--- config.mk ---
export PLATFORM = sky130hd
export DESIGN_NAME = id_top
export DESIGN_NICKNAME = d
export VERILOG_FILES = /design/src/decode_pkg.sv /design/src/id_top.sv /design/src/id_stage.sv /design/src/decoder_csr.sv /design/src/decoder_ctrl.sv /design/src/decoder_imm12.sv /design/src/decoder_reg3.sv
export SDC_FILE = /design/constraint.sdc
export NUM_CORES = 1
export LEC_CHECK = 0
export BUFFER_PORTS_ARGS = -buffer_cell sky130_fd_sc_hd__buf_2
export CAP_MARGIN = 20
export CORE_UTILIZATION = 39
export CTS_CLUSTER_DIAMETER = 30
export CTS_CLUSTER_SIZE = 12
export DETAILED_ROUTE_END_ITERATION = 8
export GPL_TIMING_DRIVEN = 0
export PLACE_DENSITY = 0.71
export SLEW_MARGIN = 20
export SYNTH_ARGS = -nofsm -noshare
export SYNTH_HDL_FRONTEND = slang
export SYNTH_SLANG_ARGS = --single-unit
--- constraint.sdc ---
create_clock -name clk -period 12 [get_ports clk]
set_input_delay 3 -clock clk [delete_from_list [all_inputs] [get_ports clk]]
set_output_delay 3 -clock clk [all_outputs]
set_load 0.01 [all_outputs]
--- src/decode_pkg.sv ---
package decode_pkg;

    localparam int XLEN       = 32;
    localparam int REG_ADDR_W = 5;

    // Exception vector, MSB first: ipe, ine, break, syscall, frontend[3:0], int
    localparam int EXCP_W = 9;

    // Privilege level of user mode
    localparam logic [1:0] PLV_USER = 2'd3;

    // Operation code, zero is a NOP
    typedef enum logic [5:0] {
        OP_NOP = 6'd0,
        OP_ADD, OP_SUB, OP_SLT, OP_SLTU,
        OP_AND, OP_OR, OP_XOR, OP_NOR,
        OP_LU12I, OP_PCADDU12I,
        OP_BEQ, OP_BNE, OP_BLT, OP_BGE,
        OP_B, OP_BL, OP_JIRL,
        OP_LD_W, OP_ST_W,
        OP_CSRRD, OP_CSRWR, OP_CSRXCHG, OP_ERTN,
        OP_BREAK, OP_SYSCALL
    } alu_op_e;

    // Functional unit
    typedef enum logic [2:0] {
        SEL_NONE = 3'd0,
        SEL_ARITH,
        SEL_LOGIC,
        SEL_BRANCH,
        SEL_MEM,
        SEL_CSR
    } alu_sel_e;

    // One instruction word seen through each LA32R format
    typedef union packed {
        struct packed {
            logic [16:0]           opcode17;
            logic [REG_ADDR_W-1:0] rk;
            logic [REG_ADDR_W-1:0] rj;
            logic [REG_ADDR_W-1:0] rd;
        } r3;
        struct packed {
            logic [9:0]            opcode10;
            logic [11:0]           imm12;
            logic [REG_ADDR_W-1:0] rj;
            logic [REG_ADDR_W-1:0] rd;
        } ri12;
        struct packed {
            logic [5:0]            opcode6;
            logic [15:0]           offs16;
            logic [REG_ADDR_W-1:0] rj;
            logic [REG_ADDR_W-1:0] rd;
        } ri16;
        struct packed {
            logic [6:0]            opcode7;
            logic [19:0]           imm20;
            logic [REG_ADDR_W-1:0] rd;
        } ri20;
        struct packed {
            logic [5:0]  opcode6;
            logic [15:0] offs_lo16;
            logic [9:0]  offs_hi10;
        } i26;
        // CSR access, rj selects between csrrd, csrwr and csrxchg
        struct packed {
            logic [7:0]            opcode8;
            logic [13:0]           csr14;
            logic [REG_ADDR_W-1:0] rj;
            logic [REG_ADDR_W-1:0] rd;
        } ri14;
    } instr_word_u;

    // Instruction buffer entry
    typedef struct packed {
        logic [XLEN-1:0] pc;
        instr_word_u     instr;
        logic            excp;
        logic [3:0]      excp_num;
    } ib_entry_t;

    // Result of one format decoder, all zero when nothing matched
    // Read port 0 sits in the low half of reg_read_addr, port 1 in the high half
    typedef struct packed {
        logic                    valid;
        alu_op_e                 aluop;
        alu_sel_e                alusel;
        logic [1:0]              reg_read_valid;
        logic [2*REG_ADDR_W-1:0] reg_read_addr;
        logic                    reg_write_valid;
        logic [REG_ADDR_W-1:0]   reg_write_addr;
        logic                    use_imm;
        logic [XLEN-1:0]         imm;
        logic                    kernel;
        logic                    is_break;
        logic                    is_syscall;
    } sub_decode_t;

    // Decoded instruction handed to dispatch
    typedef struct packed {
        logic [XLEN-1:0]         pc;
        instr_word_u             instr;
        alu_op_e                 aluop;
        alu_sel_e                alusel;
        logic [1:0]              reg_read_valid;
        logic [2*REG_ADDR_W-1:0] reg_read_addr;
        logic                    reg_write_valid;
        logic [REG_ADDR_W-1:0]   reg_write_addr;
        logic                    use_imm;
        logic [XLEN-1:0]         imm;
        logic                    excp;
        logic [EXCP_W-1:0]       excp_num;
    } dispatch_t;

endpackage
--- src/id_top.sv ---
`timescale 1ns/1ps

module id_top
    import decode_pkg::*;
(
    input  logic       clk,
    input  logic       rst_n_i,
    input  logic       ib_valid_i,
    input  ib_entry_t  ib_entry_i,
    output logic       ib_ready_o,
    input  logic       has_int_i,
    input  logic [1:0] csr_plv_i,
    output logic       dispatch_valid_o,
    output dispatch_t  dispatch_o,
    input  logic       dispatch_ready_i
);

    instr_word_u dec_instr;
    sub_decode_t reg3_res;
    sub_decode_t imm12_res;
    sub_decode_t ctrl_res;
    sub_decode_t csr_res;

    id_stage u_id_stage (
        .clk              (clk),
        .rst_n_i          (rst_n_i),
        .ib_valid_i       (ib_valid_i),
        .ib_entry_i       (ib_entry_i),
        .ib_ready_o       (ib_ready_o),
        .has_int_i        (has_int_i),
        .csr_plv_i        (csr_plv_i),
        .dec_instr_o      (dec_instr),
        .reg3_i           (reg3_res),
        .imm12_i          (imm12_res),
        .ctrl_i           (ctrl_res),
        .csr_i            (csr_res),
        .dispatch_valid_o (dispatch_valid_o),
        .dispatch_o       (dispatch_o),
        .dispatch_ready_i (dispatch_ready_i)
    );

    decoder_reg3 u_decoder_reg3 (
        .instr_i  (dec_instr),
        .result_o (reg3_res)
    );

    decoder_imm12 u_decoder_imm12 (
        .instr_i  (dec_instr),
        .result_o (imm12_res)
    );

    decoder_ctrl u_decoder_ctrl (
        .instr_i  (dec_instr),
        .result_o (ctrl_res)
    );

    decoder_csr u_decoder_csr (
        .instr_i  (dec_instr),
        .result_o (csr_res)
    );

endmodule

--- src/id_stage.sv ---
`timescale 1ns/1ps

module id_stage
    import decode_pkg::*;
(
    input  logic        clk,
    input  logic        rst_n_i,

    // Instruction buffer side
    input  logic        ib_valid_i,
    input  ib_entry_t   ib_entry_i,
    output logic        ib_ready_o,

    // Interrupt and privilege from CSR
    input  logic        has_int_i,
    input  logic [1:0]  csr_plv_i,

    // Format decoders
    output instr_word_u dec_instr_o,
    input  sub_decode_t reg3_i,
    input  sub_decode_t imm12_i,
    input  sub_decode_t ctrl_i,
    input  sub_decode_t csr_i,

    // Dispatch side
    output logic        dispatch_valid_o,
    output dispatch_t   dispatch_o,
    input  logic        dispatch_ready_i
);

    sub_decode_t       merged;
    logic              excp_ine;
    logic              excp_ipe;
    logic              excp_nop;
    logic [EXCP_W-1:0] excp_num;
    logic              accept;
    dispatch_t         dispatch_d;

    // Decoders only see a word when the entry is valid
    assign dec_instr_o = ib_valid_i ? ib_entry_i.instr : '0;

    // At most one decoder matches, the rest return zero
    assign merged = reg3_i | imm12_i | ctrl_i | csr_i;

    assign excp_ine = ib_valid_i & ~merged.valid;
    assign excp_ipe = merged.kernel & (csr_plv_i == PLV_USER);
    assign excp_nop = excp_ipe | excp_ine | ib_entry_i.excp;

    assign excp_num = {excp_ipe, excp_ine, merged.is_break, merged.is_syscall,
                       ib_entry_i.excp_num, has_int_i};

    always_comb begin
        dispatch_d          = '0;
        dispatch_d.pc       = ib_entry_i.pc;
        dispatch_d.instr    = ib_entry_i.instr;
        dispatch_d.excp     = excp_ipe | excp_ine | merged.is_break | merged.is_syscall
                            | ib_entry_i.excp | has_int_i;
        dispatch_d.excp_num = excp_num;
        // Excepting instructions still flow on as NOPs so the exception gets handled
        if (!excp_nop) begin
            dispatch_d.aluop           = merged.aluop;
            dispatch_d.alusel          = merged.alusel;
            dispatch_d.reg_read_valid  = merged.reg_read_valid;
            dispatch_d.reg_read_addr   = merged.reg_read_addr;
            dispatch_d.reg_write_valid = merged.reg_write_valid;
            dispatch_d.reg_write_addr  = merged.reg_write_addr;
            dispatch_d.use_imm         = merged.use_imm;
            dispatch_d.imm             = merged.imm;
        end
    end

    // Take a new entry whenever the register empties on this edge
    assign ib_ready_o = ~dispatch_valid_o | dispatch_ready_i;
    assign accept     = ib_valid_i & ib_ready_o;

    always_ff @(posedge clk) begin
        if (!rst_n_i) begin
            dispatch_valid_o <= 1'b0;
        end else if (ib_ready_o) begin
            dispatch_valid_o <= ib_valid_i;
        end
    end

    always_ff @(posedge clk) begin
        if (accept) begin
            dispatch_o <= dispatch_d;
        end
    end

endmodule

--- src/decoder_csr.sv ---
`timescale 1ns/1ps

module decoder_csr
    import decode_pkg::*;
(
    input  instr_word_u instr_i,
    output sub_decode_t result_o
);

    logic csr_space;
    logic is_ertn;

    assign csr_space = instr_i.ri14.opcode8 == 8'h04;
    assign is_ertn   = instr_i == 32'h0648_3800;

    always_comb begin
        result_o = '0;
        if (csr_space) begin
            result_o.valid           = 1'b1;
            result_o.kernel          = 1'b1;
            result_o.alusel          = SEL_CSR;
            result_o.use_imm         = 1'b1;
            result_o.imm             = {18'b0, instr_i.ri14.csr14};
            result_o.reg_write_valid = 1'b1;
            result_o.reg_write_addr  = instr_i.ri14.rd;
            // rj of 0 and 1 pick csrrd and csrwr, anything else is csrxchg with rj as mask
            case (instr_i.ri14.rj)
                5'd0: result_o.aluop = OP_CSRRD;
                5'd1: begin
                    result_o.aluop          = OP_CSRWR;
                    result_o.reg_read_valid = 2'b10;
                    result_o.reg_read_addr  = {instr_i.ri14.rd, 5'd0};
                end
                default: begin
                    result_o.aluop          = OP_CSRXCHG;
                    result_o.reg_read_valid = 2'b11;
                    result_o.reg_read_addr  = {instr_i.ri14.rd, instr_i.ri14.rj};
                end
            endcase
        end else if (is_ertn) begin
            result_o.valid  = 1'b1;
            result_o.kernel = 1'b1;
            result_o.aluop  = OP_ERTN;
            result_o.alusel = SEL_CSR;
        end
    end

endmodule

--- src/decoder_ctrl.sv ---
`timescale 1ns/1ps

module decoder_ctrl
    import decode_pkg::*;
(
    input  instr_word_u instr_i,
    output sub_decode_t result_o
);

    logic [XLEN-1:0] offs16_ext;
    logic [XLEN-1:0] offs26_ext;
    logic [XLEN-1:0] imm20_hi;

    // Branch offsets count words
    assign offs16_ext = {{14{instr_i.ri16.offs16[15]}}, instr_i.ri16.offs16, 2'b00};
    assign offs26_ext = {{4{instr_i.i26.offs_hi10[9]}}, instr_i.i26.offs_hi10,
                         instr_i.i26.offs_lo16, 2'b00};
    assign imm20_hi   = {instr_i.ri20.imm20, 12'b0};

    always_comb begin
        logic cond_br;

        cond_br  = 1'b0;
        result_o = '0;
        case (instr_i.ri16.opcode6)
            6'h13: begin
                result_o.aluop           = OP_JIRL;
                result_o.reg_read_valid  = 2'b01;
                result_o.reg_read_addr   = {5'd0, instr_i.ri16.rj};
                result_o.reg_write_valid = 1'b1;
                result_o.reg_write_addr  = instr_i.ri16.rd;
                result_o.imm             = offs16_ext;
            end
            6'h14: begin
                result_o.aluop = OP_B;
                result_o.imm   = offs26_ext;
            end
            // bl links into r1
            6'h15: begin
                result_o.aluop           = OP_BL;
                result_o.reg_write_valid = 1'b1;
                result_o.reg_write_addr  = 5'd1;
                result_o.imm             = offs26_ext;
            end
            6'h16: begin
                result_o.aluop = OP_BEQ;
                cond_br        = 1'b1;
            end
            6'h17: begin
                result_o.aluop = OP_BNE;
                cond_br        = 1'b1;
            end
            6'h18: begin
                result_o.aluop = OP_BLT;
                cond_br        = 1'b1;
            end
            6'h19: begin
                result_o.aluop = OP_BGE;
                cond_br        = 1'b1;
            end
            default: ;
        endcase

        // Conditional branches compare rj with rd
        if (cond_br) begin
            result_o.reg_read_valid = 2'b11;
            result_o.reg_read_addr  = {instr_i.ri16.rd, instr_i.ri16.rj};
            result_o.imm            = offs16_ext;
        end
        if (result_o.aluop != OP_NOP) begin
            result_o.valid   = 1'b1;
            result_o.alusel  = SEL_BRANCH;
            result_o.use_imm = 1'b1;
        end

        if (instr_i.ri20.opcode7 == 7'h0a || instr_i.ri20.opcode7 == 7'h0e) begin
            result_o.valid           = 1'b1;
            result_o.aluop           = instr_i.ri20.opcode7[2] ? OP_PCADDU12I : OP_LU12I;
            result_o.alusel          = SEL_ARITH;
            result_o.reg_write_valid = 1'b1;
            result_o.reg_write_addr  = instr_i.ri20.rd;
            result_o.use_imm         = 1'b1;
            result_o.imm             = imm20_hi;
        end
    end

endmodule

--- src/decoder_imm12.sv ---
`timescale 1ns/1ps

module decoder_imm12
    import decode_pkg::*;
(
    input  instr_word_u instr_i,
    output sub_decode_t result_o
);

    logic            hit;
    logic            zext;
    logic            is_store;
    alu_op_e         op;
    alu_sel_e        sel;
    logic [XLEN-1:0] imm_ext;

    always_comb begin
        hit      = 1'b1;
        zext     = 1'b0;
        is_store = 1'b0;
        op       = OP_NOP;
        sel      = SEL_ARITH;
        case (instr_i.ri12.opcode10)
            10'h008: op = OP_SLT;
            10'h009: op = OP_SLTU;
            10'h00a: op = OP_ADD;
            // Logic immediates are unsigned
            10'h00d: begin
                op   = OP_AND;
                sel  = SEL_LOGIC;
                zext = 1'b1;
            end
            10'h00e: begin
                op   = OP_OR;
                sel  = SEL_LOGIC;
                zext = 1'b1;
            end
            10'h00f: begin
                op   = OP_XOR;
                sel  = SEL_LOGIC;
                zext = 1'b1;
            end
            10'h0a2: begin
                op  = OP_LD_W;
                sel = SEL_MEM;
            end
            10'h0a6: begin
                op       = OP_ST_W;
                sel      = SEL_MEM;
                is_store = 1'b1;
            end
            default: begin
                hit = 1'b0;
                sel = SEL_NONE;
            end
        endcase
    end

    assign imm_ext = zext ? {20'b0, instr_i.ri12.imm12}
                          : {{20{instr_i.ri12.imm12[11]}}, instr_i.ri12.imm12};

    always_comb begin
        result_o = '0;
        if (hit) begin
            result_o.valid   = 1'b1;
            result_o.aluop   = op;
            result_o.alusel  = sel;
            result_o.use_imm = 1'b1;
            result_o.imm     = imm_ext;
            // A store reads its data from rd on port 1
            result_o.reg_read_valid  = {is_store, 1'b1};
            result_o.reg_read_addr   = {is_store ? instr_i.ri12.rd : 5'd0, instr_i.ri12.rj};
            result_o.reg_write_valid = ~is_store;
            result_o.reg_write_addr  = is_store ? 5'd0 : instr_i.ri12.rd;
        end
    end

endmodule

--- src/decoder_reg3.sv ---
`timescale 1ns/1ps

module decoder_reg3
    import decode_pkg::*;
(
    input  instr_word_u instr_i,
    output sub_decode_t result_o
);

    logic     alu_hit;
    logic     is_break;
    logic     is_syscall;
    alu_op_e  op;
    alu_sel_e sel;

    // Opcode lookup for the register-register ALU group
    always_comb begin
        alu_hit = 1'b1;
        op      = OP_NOP;
        sel     = SEL_ARITH;
        case (instr_i.r3.opcode17)
            17'h00020: op = OP_ADD;
            17'h00022: op = OP_SUB;
            17'h00024: op = OP_SLT;
            17'h00025: op = OP_SLTU;
            17'h00028: begin
                op  = OP_NOR;
                sel = SEL_LOGIC;
            end
            17'h00029: begin
                op  = OP_AND;
                sel = SEL_LOGIC;
            end
            17'h0002a: begin
                op  = OP_OR;
                sel = SEL_LOGIC;
            end
            17'h0002b: begin
                op  = OP_XOR;
                sel = SEL_LOGIC;
            end
            default: begin
                alu_hit = 1'b0;
                sel     = SEL_NONE;
            end
        endcase
    end

    // The low 15 bits of break and syscall hold a code, not registers
    assign is_break   = instr_i.r3.opcode17 == 17'h00054;
    assign is_syscall = instr_i.r3.opcode17 == 17'h00056;

    always_comb begin
        result_o            = '0;
        result_o.valid      = alu_hit | is_break | is_syscall;
        result_o.is_break   = is_break;
        result_o.is_syscall = is_syscall;
        if (alu_hit) begin
            result_o.aluop           = op;
            result_o.alusel          = sel;
            result_o.reg_read_valid  = 2'b11;
            result_o.reg_read_addr   = {instr_i.r3.rk, instr_i.r3.rj};
            result_o.reg_write_valid = 1'b1;
            result_o.reg_write_addr  = instr_i.r3.rd;
        end
    end

endmodule

==> run_results.csv <==
group,metric,value,unit
status,outcome,"completed",
finish,post-route-util,53.2,%
critical_path,cp-end-kind,"output pin",
die,num_rows,44,
die,die_w,124,um
min_path,worstHoldPathType,"flip-flop to flip-flop",
routing,dr.pass1.iters,5,
synthesis,ys.flop_type,"edfxtp_1",
min_path,min_path_cells,2,
placement,place.gp.congestion,0.886,
power_and_ir_drop,power.total,1.17,mW
finish,stdcell_area,7760,um^2
clock_tree,cts_setup_buffers,0,
synthesis,yosysSeqAreaShare,68.7,%
power_and_ir_drop,p_leak,2.92,nW
synthesis,synth_enable_flop_cells,133,
critical_path,path_class,"primary input to output pin",
finish,final_cells,844,
critical_path,critical_path_required,9000,ps
critical_path,reg2reg_to,"u_id_stage.dispatch_o[36]$_SDFFCE_PP0P_",
synthesis,synth_cell_types,63,
power_and_ir_drop,netSwitchingFraction,25.3,%
timing,clock_skew,6.28,ps
routing,wl,17900,um
power_and_ir_drop,p_switching,298,uW
placement,placed_area,7180,um^2
global_route,grt_max_degree,66,
global_route,grt_pass1_vias,4823,
die,num_io_pins,212,
placement,pre_cts_slack,5600,ps
power_and_ir_drop,cell_internal_pwr,877,uW
finish,drive_above_1_share,42.9,%
timing,tightest_slew,902,ps
timing,fin_ws,5600,ps
critical_path,rr_worst_depth,4,
critical_path,path_max_fanout,3,
synthesis,synth_area,5840,um^2
synthesis,syn_avg_cell_area,14.0,um^2
global_route,antenna_found_initial,0,
timing,grt_setup_unrepaired,"false",
clock_tree,htree_levels,4,
die,die_h,124,um
timing,slew-limit-headroom,39.4,%
clock_tree,clk_path_buf_depth,2,
timing,fmaxAchievable,0.156,GHz
timing,setup_tns,0,ps
routing,antenna_left,0,
timing,fin_crit,6400,ps
critical_path,rrSetupSlack,10230,ps
timing,finalHoldViolCount,0,
clock_tree,cts_inserted_buffers,17,
critical_path,reg2reg_from,"u_id_stage.dispatch_valid_o$_SDFFE_PN0N_",
finish,nNetsFinal,723,
critical_path,start_kind,"primary input",
synthesis,synth_warnings,0,
synthesis,syn_inst,416,
finish,n_fill_cell,1216,
timing,hold-worst-slack,567,ps
placement,dp.cells,812,
run,maxCapViolations,0,
routing,drt_iter0_drc,355,
synthesis,synth_fp_nets,492,
critical_path,arrival,3400,ps
power_and_ir_drop,power.density,151,nW/um^2
routing,wl_per_cell,21.2,um
timing,setup_viol,0,
die,core_area,14600,um^2
clock_tree,path_clk_slew,60,ps
routing,drc,0,
placement,post-dp-hpwl,13100,um
global_route,track_usage,23.7,%
min_path,min_to,"u_id_stage.dispatch_valid_o$_SDFFE_PN0N_",
power_and_ir_drop,power_frac_clock,43.3,%
min_path,min_from,"u_id_stage.dispatch_valid_o$_SDFFE_PN0N_",
finish,area_delta_synth_final,32.9,%
clock_tree,hold_buffers,0,
routing,vias,4774,
die,fp.dieArea,15500,um^2
clock_tree,cts_resized,0,
power_and_ir_drop,pwr-share-comb,9.9,%
clock_tree,cts_tree,"built",
finish,n_antenna_cell,0,
global_route,grt_pass1_wl,27700,um
synthesis,ys_seq_elements,134,
clock_tree,cts.sink_count,134,
power_and_ir_drop,peakVddDrop,0.0000875,V
routing,via_per_inst,5.66,
timing,finalCritPeriodShare,53.4,%
clock_tree,clk_latency,430,ps
clock_tree,root_buffer,"clkbuf_16",
timing,slew_violations,0,
power_and_ir_drop,seqPwrFrac,46.8,%
synthesis,async_reset_ff_share,0,%
die,initial_core_util,40.0,%
placement,io_buffers,210,
global_route,grt.overflow.total,0,
-- state kept, by name, indices dropped and copies added, names as in the netlist --
| register | cells |
|---|---|
| u_id_stage.dispatch_o | 133 |
| u_id_stage.dispatch_valid_o | 1 |
-- worst max-delay path by stage --
stage | startpoint | end | slack (ps) | depth (start not counted)
after floorplan | ib_valid_i | u_id_stage.dispatch_o[0]$_DFFE_PP_ | 4780 | 4
after global placement | ib_valid_i | u_id_stage.dispatch_o[77]$_DFFE_PP_ | 3370 | 5
after detailed placement | dispatch_ready_i | ib_ready_o | 5600 | 3
after CTS | dispatch_ready_i | ib_ready_o | 5600 | 3
after global routing | dispatch_ready_i | ib_ready_o | 5580 | 3
final | dispatch_ready_i | ib_ready_o | 5600 | 3
-- worst max-delay path, stage by stage --
cell and delay (ps):
buf_2 90, nand2b_1 160, buf_2 150
-- power groups by stage --
stage               logic (mW)  clock network (mW)  registers [mW]
finish                   0.116               0.509           0.550
global route             0.124               0.537           0.552
CTS                      0.116               0.517           0.550
detailed placement       0.116                   0           0.560
global placement         0.111                   0           0.564
floorplan               0.0381                   0           0.578
-- layer usage --
metal / part of all wire [%] / GRT usage, % / vias up
met5: 0 / 0 / -
met3: 7.2 / 6.19 / 28
met1: 41 / 29.8 / 2337
met2: 50 / 39.0 / 236
met4: 2.0 / 9.50 / 0
li1: - / - / 2173
-- area by class of cell --
class                           count  area [um^2]  area share (%)
Tap cell                          184          230            2.97
Multi-Input combinational cell    247         1670            21.5
Timing Repair Buffer              212         1110            14.2
Clock buffer                       17          425            5.48
Inverter                            3         11.3           0.145
Clock inverter                     15          156            2.01
Buffer                             32          154            1.98
Sequential cell                   134         4010            51.7
-- cells by family (layout without fill, tap and decap cells) --
logic type | Yosys count | after routing | share of synthesized area, %
other | 1 | 1 | 0.0642
and+or+nand+nor | 147 | 147 | 15.3
xor gates and xnor gates | 2 | 2 | 0.300
DFF | 134 | 134 | 68.7
buffers and inverters | 35 | 279 | 2.83
AOI/OAI and AO/OA | 96 | 96 | 12.6
muxes | 1 | 1 | 0.171
-- cells in the final DEF (no fill, tap or decap), drive strengths merged, types with 4 or more instances in the layout --
master / netlist / layout
buf: 21 / 233
or4: 4 / 4
a221oi: 8 / 8
nor3b: 7 / 7
clkbuf: 11 / 28
edfxtp: 133 / 133
nand3: 10 / 10
nor4b: 7 / 7
a21oi: 14 / 14
or3: 4 / 4
nor4: 7 / 7
a22oi: 24 / 24
nor3: 38 / 38
a211oi: 21 / 21
nand2b: 7 / 7
inv: 3 / 13
nand2: 18 / 18
nor2: 19 / 19
nand4: 7 / 7
-- Yosys cell counts (all sizes together) (2+ instances only) --
master     n  share of area (%)
inv        3               0.19
a211oi    21                2.7
a221oi     8                1.3
nand3b     3               0.39
edfxtp   133                 68
or4        4               0.51
or2        3               0.32
a22oi     24                3.1
clkbuf    11               0.71
nor4bb     3               0.51
a221o      2               0.34
nor3      38                3.3
nor3b      7               0.90
a31oi      2               0.21
a41oi      2               0.30
o221ai     2               0.41
nor4b      7                1.4
o31ai      2               0.26
o21ai      3               0.26
or3        4               0.43
nor2      19                1.3
nand4      7               0.86
a21o       2               0.26
nand3     10               0.86
nor2b      2               0.21
nor4       7                1.2
or3b       2               0.30
buf       21                1.9
nand2b     7               0.75
nand2     18                1.2
o41ai      2               0.30
o2111ai    2               0.41
a21oi     14                1.2
a21boi     2               0.32
o311ai     3               0.45
Power figures use the tool's default switching activity.
